[config.mk]
export PLATFORM = sky130hd
export DESIGN_NAME = wino_step_counter
export DESIGN_NICKNAME = d
export VERILOG_FILES = /design/src/wino_ctrl_pkg.sv /design/src/wino_step_counter.sv
export SDC_FILE = /design/constraint.sdc
export NUM_CORES = 1
export LEC_CHECK = 0
export BUFFER_PORTS_ARGS = -buffer_cell sky130_fd_sc_hd__buf_2
export CORE_AREA = 2 2 39 41
export DETAILED_ROUTE_END_ITERATION = 12
export DIE_AREA = 0 0 41 43
export GPL_TIMING_DRIVEN = 0
export PLACE_DENSITY = 0.4
export SETUP_SLACK_MARGIN = 0.3
export SYNTH_ARGS = -nofsm -noshare
export SYNTH_HDL_FRONTEND = slang
export SYNTH_SLANG_ARGS = --single-unit
[constraint.sdc]
create_clock -name clk -period 2.55 [get_ports clk]
set_clock_uncertainty 0.2 [all_clocks]
set_input_delay 0.3825 -clock clk [delete_from_list [all_inputs] [get_ports clk]]
set_output_delay 0.3825 -clock clk [all_outputs]
set_load 0.02 [all_outputs]
[src/wino_ctrl_pkg.sv]
package wino_ctrl_pkg;

	// sequencer states.
	typedef enum logic [1:0] {
		IDLE,
		LOAD,
		DRAIN
	} seq_state_t;

	// step count, wide enough for six rows.
	typedef logic [2:0] step_t;

	// rows per tile and columns per result.
	localparam int LOAD_STEPS  = 6;
	localparam int DRAIN_STEPS = 4;

endpackage

[src/wino_step_counter.sv]
`timescale 1ns/1ps

module wino_step_counter import wino_ctrl_pkg::*; (
	input  logic clk,
	input  logic i_rst_n,
	input  logic i_clear,
	input  logic i_step,
	input  logic i_drain_mode,
	output logic o_last
);

	step_t cnt;
	step_t limit;

	assign limit  = i_drain_mode ? step_t'(DRAIN_STEPS - 1) : step_t'(LOAD_STEPS - 1);
	assign o_last = (cnt == limit);

	always_ff @(posedge clk) begin
		if (!i_rst_n || i_clear) begin
			cnt <= '0;
		end else if (i_step) begin
			cnt <= cnt + 1'b1;
		end
	end

	a_cnt_in_range: assert property (@(posedge clk) disable iff (!i_rst_n)
		cnt <= limit);

endmodule

After elaboration in Yosys (flattened, before gate mapping)

Index checks and enable logic that the tools add are counted.

Bits of input ports: 5
Logic and storage cells: 6
Flip-flop bits (word level): 3
Output and inout bits: 1

Add/sub/neg operators: 1
Reduce and logical (&&, ||, !) cells: 2
Equality and inequality tests: 1
Multiplexer cells: 1

Operator list:

| operator            | number |
|---|---|
| $add 3x1->3 const B | 1 |
| $eq 3x3->1          | 1 |
| $mux 3              | 1 |
| $logic_not 1->1     | 1 |
| $logic_or 1x1->1    | 1 |

Logic depth before layout (Yosys ltp)

Gate-level depths: netlist of the first run.

Depth in word-level cells: 2
Gate-level depth with buffers: 3
Gate-level depth less buffers: 3

Worst setup path before layout of the first run

OpenSTA, ideal clock, no wires.

Path kind: input to output
From: in i_drain_mode
To: out o_last
Buffers on the path: 0
Cell stages on the path: 2
Path slack: 0.903 ns
Data arrival time: 1.065 ns
Data required time: 1.967 ns
Cell sequence: or3b_1 a21boi_1

Longest elaborated chain between the ends: 2

Ends and longest elaborated chain:

| item               | line                    | text |
|---|---|---|
| start: declaration | wino_step_counter.sv:8  | `input logic i_drain_mode,` |
| $mux 3             | wino_step_counter.sv:15 | `assign limit = i_drain_mode ? step_t'(DRAIN_STEPS - 1) : step_t'(LOAD_STEPS - 1);` |
| $eq 3x3->1         | wino_step_counter.sv:16 | `assign o_last = (cnt == limit);` |
| end: declaration   | wino_step_counter.sv:9  | `output logic o_last` |

No other way between the ends.

Final worst setup path of the first run

From: reg cnt[1]
To: out o_last

Longest elaborated chain between the ends: 1

Ends and longest elaborated chain:

| item                     | line                    | text |
|---|---|---|
| start: declaration       | wino_step_counter.sv:12 | `step_t cnt;` |
| start signal: assignment | wino_step_counter.sv:22 | `cnt <= cnt + 1'b1;` |
| $eq 3x3->1               | wino_step_counter.sv:16 |  |

No other way between the ends.

==> results of run 1 <==
[path summary, 6_finish.rpt]
check	start	to	slack, ns	cells after the start
worst max-delay path	cnt[1]	o_last	0.76	3
worst min-delay path	i_rst_n	cnt[1]	0.24	3
worst max register to register	cnt[0]	cnt[2]	1.45	3
worst min register to register	cnt[0]	cnt[0]	0.34	2
[power groups by stage]
| stage | combinational (mW) | sequential, mW | clock, mW |
|---|---|---|---|
| floorplan | 0.00419 | 0.0498 | 0 |
| global placement | 0.00841 | 0.0500 | 0 |
| detailed placement | 0.00856 | 0.0501 | 0 |
| CTS | 0.00869 | 0.0493 | 0.0869 |
| global route | 0.00988 | 0.0495 | 0.0921 |
| finish | 0.00860 | 0.0493 | 0.0809 |
[area by class of cell]
| type | count | area share (%) |
|---|---|---|
| clock buffers | 4 | 11.80 |
| multi-input cells | 12 | 41.01 |
| flip-flops and latches | 3 | 26.97 |
| well taps | 16 | 8.989 |
| repair buffers | 5 | 11.24 |
[worst max-delay path: cells and delay by family, from the launching register on]
kind	cells	cell delay, ns
DFF	1	0.32
AOI/OAI and AO/OA	1	0.11
buffers and inverters	1	0.17
and+or+nand+nor	1	0.37
[routing by layer]
metal  routed length [um]  vias to the layer above  global-route usage, %  part of all wire (%)
li1                     -                       71                      -                     -
met1                  147                       52                  4.823                    57
met2                   72                        6                  3.438                    28
met3                   40                        0                  4.712                    15
met4                    0                        0                  4.000                     0
met5                    0                        -                      0                     0
[per-stage QoR]
stage	hold WS, ns	util (%)	instance area (um2)	setup WS, ns	instances
after floorplan	0.2972	-	151.4	0.9030	15
after global placement	0.3310	14.20	196.4	0.8635	36
after detailed placement	0.3445	14.20	196.4	0.8485	36
after CTS	0.2322	16.09	222.7	0.7381	40
after global routing	0.2458	16.09	222.7	0.6450	40
final	0.2401	16.09	222.7	0.7552	40
[cells by family (layout without fill, tap and decap cells)]
logic type / Yosys count / after routing / synth area share (%)
compound gates: 3 / 3 / 14.87
xor+xnor: 1 / 1 / 5.786
fa+ha+maj: 1 / 1 / 8.263
buf+inv: 0 / 9 / 0
flops: 3 / 3 / 39.67
mux: 1 / 1 / 6.612
simple gates: 6 / 6 / 24.80
[synthesized netlist by cell type]
| cell type | instances | area (um2) |
|---|---|---|
| ha_1 | 1 | 12.51 |
| dfxtp_1 | 3 | 60.06 |
| nand3b_1 | 2 | 15.01 |
| nor2_1 | 2 | 7.510 |
| xnor2_1 | 1 | 8.760 |
| a21oi_1 | 1 | 5.000 |
| a21bo_2 | 1 | 10.01 |
| nand2b_1 | 1 | 6.260 |
| mux2i_1 | 1 | 10.01 |
| or3b_1 | 1 | 8.760 |
| a21boi_1 | 1 | 7.510 |
==> metrics.md, run 1 <==
| Metric | Value |
|---|---|
| Clk_lat worst skew | 0.23 ns |
| Final Critical Period | 1.795 ns |
| First DRT Iteration DRCs | 1 |
| Worst Setup Path Type | reg2out |
| I/O pin count | 6 |
| DR vias | 129 |
| Most frequent cells in the layout | buf_2, clkbuf_4, dfxtp_1, nand3b_1, nor2_1 |
| Starting Density | 10.94% |
| Vias/cell | 3.225 |
| Die ar. | 1763 um2 |
| P_int | 0.1118 mW |
| Remaining Overflow, GRT | 0 |
| Avg Inst Size Synth | 10.09 um2 |
| RSZ-0062 raised after global routing | no |
| Die width | 41 um |
| Pwr/cell area | 623.2 nW/um2 |
| WL per Instance | 6.500 um |
| Max-Cap Viols | 0 |
| Core Region | 1384 um2 |
| Syn. warnings | 0 |
| Clk sink count | 3 |
| Max reg flops | 3 |
| Mapped Nets | 21 |
| Worst hold path type | in2reg |
| CTS resizes | 0 |
| Antenna cells | 0 |
| Flip-flop and latch area | 60.06 um2 |
| H-tree levels | 1 |
| VDD IR max | 196.7 uV |
| DRC violations left | 0 |
| # hold bufs at CTS | 0 |
| Leak pwr | 0.09180 nW |
| Critical Path End Type | output pin |
| CTS max path bufs | 2 |
| Multi-input logic area | 91.34 um2 |
| Synth Cell Area | 151.4 um2 |
| Critical path arrival | 1.21 ns |
| Worst path max stage delay | 0.37 ns |
| Overall Power | 0.1388 mW |
| Required time of the critical path | 1.97 ns |
| Commonest non-fill, non-tap cell in the layout | buf_2 |
| Synthesis-stage register bit count | 3 |
| GPL Wtd Cong | 0.5707 |
| Final WL | 260 um |
| Biggest register | cnt |
| First-pass GRT wire length | 427 um |
| Yosys cell types | 11 |
| Clk network pwr share | 58.3% |
| Slowest-stage cell, CP | or3b_1 |
| P_sw | 0.02700 mW |
| Slew @ Worst Pin | 0.1199 ns |
| Crit start category | register |
| Sequential power share | 35.5% |
| Layout Nets | 31 |
| Combinational share of power | 6.2% |
| Antenna Nets Post-Route | 0 |
| CP max FO | 4 |
| Largest net degree at the start of global routing | 5 |
| # port buffers | 5 |
| Die Span Y | 43 um |
| Fillers | 162 |
| Seq/Total Area, Yosys | 39.67% |
| Initial antenna violation count | 0 |
| Slew HR | 91.78% |
| Post-CTS Setup Repair Bufs | 0 |
| Share of layout cells above drive strength 1 | 37.50% |
| Sw frac | 19.45% |
| Root buf cell | clkbuf_4 |
| Fin. Hold Viols | 0 |
| Vias in the first global route | 119 |
| Pre-antenna DRT Iters | 2 |
| Mapped Cells | 15 |
| Final setup TNS | 0 ns |
| Largest regs | cnt: 3 flops |
| CTS tree | yes |
| Total CTS buffers | 3 |
| Final worst-path cycle share | 70.38% |
| FMAX | 557.2 MHz |
| GRT Total Usage | 4.116% |
| CP cell instances | or3b_1, a21boi_1, buf_2 |
| Final setup viols | 0 |
| Num rows | 14 |
| Status | complete, no violations |
| Area growth from synthesis to layout | 47.11% |
| CTS clk-pin slew, worst paths | 0.03 ns |
| Final Slew Violations | 0 |
(Power assumes the default switching activity.)
==> inputs of run 2 (changes only) <==
- ABC_AREA: unset -> 1
- PLACE_DENSITY: 0.4 -> 0.41
- clock period: 2.55 -> 1.63 ns (I/O delays scaled with it)
==> metrics.md, run 2 <==
| Metric | Value |
|---|---|
| Status | complete, no violations |
| Overall Power | 0.2278 mW (+64%) |
| Post-route cell area | 246.5 um2 (+11%) |
| Post-synthesis mux area share | 0% (-6.6 points) |
| Die width | 41 um (unchanged) |
| Starting Density | 11.75% (+0.81 points) |
| Clk sink count | 3 (unchanged) |
| Largest family of logic cells by synthesized area | simple AND/OR/NAND/NOR gates |
| Leak pwr | 0.1161 nW (+26%) |
| Largest regs | cnt: 3 flops |
| Core Region | 1384 um2 (unchanged) |
| Largest net degree at the start of global routing | 6 (+1) |
| CTS tree | yes |
| CTS max path bufs | 2 (unchanged) |
| Primary FF master, synth | dfxtp_1 |
| Worst Setup Path Type | reg2out |
| DR vias | 162 (+26%) |
| Pre-antenna DRT Iters | 2 (unchanged) |
| Uppermost routed layer | met3 |
| Max reg flops | 3 (unchanged) |
| WL per Instance | 6.120 um (-5.8%) |
| VDD IR max | 193.6 uV (-1.5%) |
| Avg Inst Size Synth | 6.777 um2 (-33%) |
| Async set-or-reset flop fraction in the synthesized netlist | 0% (unchanged) |
| Yosys cell types | 8 (-3) |
| Most frequent cells in the layout | inv_1, nand2_1, nor2_1, buf_2, clkbuf_4 |
| Final Slew Violations | 0 (unchanged) |
| # port buffers | 5 (unchanged) |
| Slew @ Worst Pin | 0.1200 ns (+0.0001290 ns) |
| Area growth from synthesis to layout | 51.54% |
| Required time of the critical path | 1.19 ns (-0.78 ns) |
| Antenna Nets Post-Route | 0 (unchanged) |
| Final worst-path cycle share | 85.06% |
| Pwr/cell area | 924.3 nW/um2 (+48%) |
| XOR/XNOR share of the synthesized area | 10.77% (+5.0 points) |
| Post-synth EDFFs | 0 (unchanged) |
| Layout Nets | 41 (+32%) |
| Final WL | 306 um (+18%) |
| Num rows | 14 (unchanged) |
| Die ar. | 1763 um2 (unchanged) |
| DR WL met3 | 29 um (-28%) |
| Synth Cell Area | 162.7 um2 (+7.4%) |
| Vias/cell | 3.240 (+0.47%) |
| Total CTS buffers | 3 (unchanged) |
| Vias in the first global route | 133 (+12%) |
| Synthesis-stage register bit count | 3 (unchanged) |
| Remaining Overflow, GRT | 0 (unchanged) |
| Root buf cell | clkbuf_4 |
| First DRT Iteration DRCs | 2 (+1) |
| Syn. warnings | 0 (unchanged) |
| Simple-Gate Fraction of Synth Area | 26.92% (+2.1 points) |
| Die Span Y | 43 um (unchanged) |
| Seq/Total Area, Yosys | 36.92% (-2.7 points) |
| Clk_lat worst skew | 0.23 ns (about the same) |
| Post-synth top area cell | dfxtp_1 |
| H-tree levels | 1 (unchanged) |
| RSZ-0062 raised after global routing | yes |
| Critical Path End Type | output pin |
| Commonest cells in the synthesized netlist | inv_1, nand2_1, nor2_1, dfxtp_1 |
| Metal-1 WL | 136 um (-7.5%) |
| First-pass GRT wire length | 441 um (+3.3%) |
| DP Area | 207.7 um2 (+5.7%) |
| GRT Total Usage | 4.614% (+0.50 points) |
| FMAX | 721.2 MHz |
| Detail Placement HPWL | 230.4 um |
| CTS clk-pin slew, worst paths | 0.04 ns (about the same) |
| Crit start category | register |
| Biggest register | cnt |
| CP max FO | 3 (-1) |
| Initial antenna violation count | 0 (unchanged) |
| # hold bufs at CTS | 0 (unchanged) |
| Synth Area in Adders | 7.692% (-0.57 points) |
| Final setup TNS | 0 ns (unchanged) |
| Pre-CTS setup slack | 0.3830 ns (-0.4655 ns) |
| Fin. Hold Viols | 0 (unchanged) |
| Mapped Cells | 24 (+9) |
| I/O pin count | 6 (unchanged) |
| Met2 WL | 140 um (+94%) |
| Share of layout cells above drive strength 1 | 32.35% (-5.1 points) |
| Worst hold path type | in2reg |
| DRC violations left | 0 (unchanged) |
| Antenna cells | 0 (unchanged) |
| Slew HR | 91.94% (+0.16 points) |
| Final setup viols | 0 (unchanged) |
| GPL Wtd Cong | 0.5939 (+4.1%) |
| Final Critical Period | 1.387 ns |
| Fin worst setup slack | 0.2435 ns (-0.5117 ns) |
| Max-Cap Viols | 0 (unchanged) |
| Share of Yosys cell area claimed by the top area cell type | 36.92% (-2.7 points) |
| Post-synthesis compound-gate area fraction | 6.154% (-8.7 points) |
| Dominant cells by area after synthesis | dfxtp_1, inv_1, nand2_1, xnor2_1, nor2_1 |
| Mapped Nets | 30 (+43%) |
| Final Util | 17.81% (+1.7 points) |
| Critical path arrival | 0.94 ns (-0.27 ns) |
run 2: cell types whose count changed after synthesis, moves of 2 or more:
| cell | previous run | this run |
|---|---|---|
| nand2_1 | 0 | 5 |
| inv_1 | 0 | 5 |
| nand3b_1 | 2 | 0 |
| nand3_1 | 0 | 2 |
| nor2_1 | 2 | 4 |
run 2: what timing repair did:
| action | in CTS | in global routing |
|---|---|---|
| setup buffers | 1 | 0 |
| pin swaps | 2 | 1 |
| endpoints found under the hold margin | 0 | 0 |
| gates cloned | 0 | 0 |
| resized for setup | 2 | 1 |
| endpoints found under the setup margin | 1 | 1 |
run 2: path summary, 6_finish.rpt:
path / slack (ns) / to / cells after the start / from
worst max-delay path: 0.24 / o_last / 5 / cnt[1]
worst min-delay path: 0.06 / cnt[2] / 4 / i_clear
worst min register to register: 0.31 / cnt[0] / 2 / cnt[0]
worst max register to register: 0.48 / cnt[1] / 4 / cnt[1]
run 2: layout make-up:
| class | instances | area, um2 |
|---|---|---|
| sequential | 3 | 62.56 |
| timing repair buffer | 6 | 35.03 |
| tap | 16 | 20.02 |
| clock buffer | 4 | 26.28 |
| multi-input combinational | 16 | 83.83 |
| fill | 155 | 1137 |
| inverter | 5 | 18.77 |
run 2: cell families (layout without fill, tap and decap cells):
family	after synthesis	after routing
xor+xnor	2	2
flops	3	3
buf+inv	5	15
fa+ha+maj	1	1
compound gates	2	2
simple gates	11	11
run 2: per-stage QoR:
| stage | hold slack, ns | cells |
|---|---|---|
| floorplan | 0.1814 | 24 |
| global placement | 0.2904 | 45 |
| detailed placement | 0.2961 | 45 |
| CTS | 0.04725 | 50 |
| global route | 0.05732 | 50 |
| finish | 0.05713 | 50 |
run 2: critical path, stage by stage, from the launching register on:
cell and delay [ns]:
dfxtp_2 0.33, inv_1 0.04, nand2_1 0.04, nand3_1 0.06
nor2_1 0.10, buf_4 0.15
run 2: power by group:
group          switching [mW]  total, mW  internal (mW)
registers             0.00165     0.0776         0.0760
logic                 0.00940     0.0195         0.0101
clock network          0.0389      0.131         0.0918
run 2: metal layers:
layer,track usage [%],up-vias
met1,4.167,64
met5,0,-
met3,1.571,0
met4,10.00,0
met2,4.688,6
li1,-,92
==> inputs of run 3 (changes only) <==
- CELL_PAD_IN_SITES_DETAIL_PLACEMENT: unset -> 0
- CELL_PAD_IN_SITES_GLOBAL_PLACEMENT: unset -> 2
- PLACE_DENSITY: 0.41 -> 0.58
==> metrics.md, run 3 (synthesized netlist as in run 2, its figures left out) <==
| Metric | Value |
|---|---|
| H-tree levels | 1 (unchanged) |
| Hold Path Depth | 4 (unchanged) |
| Fin. Hold Viols | 0 (unchanged) |
| First-pass GRT wire length | 455 um (+3.2%) |
| WL per Instance | 6.180 um (+0.98%) |
| Total CTS buffers | 3 (unchanged) |
| Slowest-stage cell, CP | dfxtp_2 |
| R2R cell count | 4 (unchanged) |
| FMAX | 725.8 MHz (+0.63%) |
| Initial antenna violation count | 0 (unchanged) |
| Final setup TNS | 0 ns (unchanged) |
| Remaining Overflow, GRT | 0 (unchanged) |
| CP max FO | 3 (unchanged) |
| Final Critical Period | 1.378 ns (-0.008675 ns) |
| Max reg flops | 3 (unchanged) |
| Worst r2r dst | cnt[1] |
| Final Slew Violations | 0 (unchanged) |
| Pwr/cell area | 923.5 nW/um2 (about the same) |
| Flip-flop and latch area | 62.56 um2 (unchanged) |
| First DRT Iteration DRCs | 2 (unchanged) |
| DR vias | 161 (-0.62%) |
| R2R Setup Slk | 0.47 ns (about the same) |
| Worst flop-to-flop path startpoint | cnt[1] |
| Starting Density | 11.75% (unchanged) |
| CTS tree | yes |
| Final worst-path cycle share | 84.53% (-0.53 points) |
| CP startpoint | cnt[1] |
| Clk_lat worst skew | 0.23 ns (about the same) |
| Setup crit end | o_last |
| Antenna Nets Post-Route | 0 (unchanged) |
| Worst hold start | i_clear |
| # port buffers | 5 (unchanged) |
| Antenna cells | 0 (unchanged) |
| GPL Wtd Cong | 0.5563 (-6.3%) |
| Worst Setup Path Type | reg2out |
| Vias in the first global route | 124 (-6.8%) |
| Root buf cell | clkbuf_4 |
| Clk sink count | 3 (unchanged) |
| Met2 WL | 127 um (-9.3%) |
| Final WL | 309 um (+0.98%) |
| I/O pin count | 6 (unchanged) |
| CTS clk-pin slew, worst paths | 0.04 ns (about the same) |
| Final hold slack | 0.04771 ns (-0.009417 ns) |
| # hold bufs at CTS | 0 (unchanged) |
| Vias/cell | 3.220 (-0.62%) |
| Die width | 41 um (unchanged) |
| RSZ-0062 raised after global routing | yes |
| Leak pwr | 0.1165 nW (+0.37%) |
| Worst hold path type | in2reg |
| Status | complete, no violations |
| Slew HR | 91.29% (-0.65 points) |
| Detail Placement HPWL | 251.4 um (+9.1%) |
| Uppermost routed layer | met3 |
| Most frequent cells in the layout | nand2_1, inv_1, nor2_1, buf_2, clkbuf_4 |
| Layout Nets | 41 (unchanged) |
| Area growth from synthesis to layout | 51.54% (unchanged) |
| Share of layout cells above drive strength 1 | 35.29% (+2.9 points) |
| DRC violations left | 0 (unchanged) |
| Num rows | 14 (unchanged) |
| Core Region | 1384 um2 (unchanged) |
| DR WL met3 | 34 um (+17%) |
| Multi-input logic area | 83.83 um2 (unchanged) |
| Die Span Y | 43 um (unchanged) |
| CP cell instances | inv_2, nand2_1, nand3_1, nor2_1, buf_4 |
| Largest regs | cnt: 3 flops |
| Worst path max stage delay | 0.33 ns (about the same) |
| Final setup viols | 0 (unchanged) |
| Metal-1 WL | 147 um (+8.1%) |
| Biggest register | cnt |
| Crit start category | register |
| Critical path arrival | 0.93 ns (about the same) |
| Slew @ Worst Pin | 0.1304 ns (+0.01038 ns) |
| Max-Cap Viols | 0 (unchanged) |
| Required time of the critical path | 1.19 ns (about the same) |
| Commonest non-fill, non-tap cell in the layout | nand2_1 |
| Fillers | 146 (-5.8%) |
| Pre-antenna DRT Iters | 4 (+2) |
| VDD IR max | 195.6 uV (+1.0%) |
| GRT Total Usage | 4.208% (-0.41 points) |
| CTS max path bufs | 2 (unchanged) |
| Critical Path End Type | output pin |
| Largest net degree at the start of global routing | 6 (unchanged) |
| Die ar. | 1763 um2 (unchanged) |
run 3: cell types whose count changed in the layout (fill, tap and decap cells not counted):
cell / change
inv_2: +1
inv_1: -1
run 3: repair_timing:
item,CTS,global route
buffers inserted,1,0
gates resized for setup,2,2
pin swaps,2,1
setup endpoints to repair,1,1
endpoints found under the hold margin,0,0
run 3: power breakdown:
group | internal, mW | switching, mW | total (mW) | leakage [nW]
logic | 0.0102 | 0.00955 | 0.0197 | 0.0761
clock network | 0.0918 | 0.0388 | 0.131 | 0.0150
registers | 0.0757 | 0.00167 | 0.0773 | 0.0254
total | 0.178 | 0.0501 | 0.228 | 0.116
run 3: layout make-up:
class | instances | share of cell area [%]
Clock buffer | 4 | 10.66
Multi-Input combinational cell | 16 | 34.01
Inverter | 5 | 7.614
Timing Repair Buffer | 6 | 14.21
Sequential cell | 3 | 25.38
Tap cell | 16 | 8.122
run 3: worst min path at each step:
stage / to / slack [ns]
after floorplan: cnt[1] / 0.18
after global placement: cnt[1] / 0.28
after detailed placement: cnt[1] / 0.29
after CTS: cnt[2] / 0.05
after global routing: cnt[2] / 0.08
final: cnt[2] / 0.05
run 3: per-stage QoR:
stage               cells  util [%]  total power [mW]  area [um2]  worst slack [ns]
floorplan              24         -           0.08878       162.7            0.4069
global placement       45     15.01           0.09693       207.7            0.4341
detailed placement     45     15.01           0.09772       207.7            0.4042
CTS                    50     17.72            0.2347       245.2            0.2110
global route           50     17.81            0.2416       246.5            0.2046
finish                 50     17.81            0.2276       246.5            0.2522
run 3: critical path, delay by kind of cell (launching register included):
kind	cells	cell delay, ns
flops	1	0.33
simple gates	3	0.19
buf+inv	2	0.18
run 3: per-layer routing:
| layer | vias up | GRT usage, % |
|---|---|---|
| li1 | 93 | - |
| met1 | 60 | 5.751 |
| met2 | 8 | 3.750 |
| met3 | 0 | 1.571 |
| met4 | 0 | 6.000 |
| met5 | - | 0 |
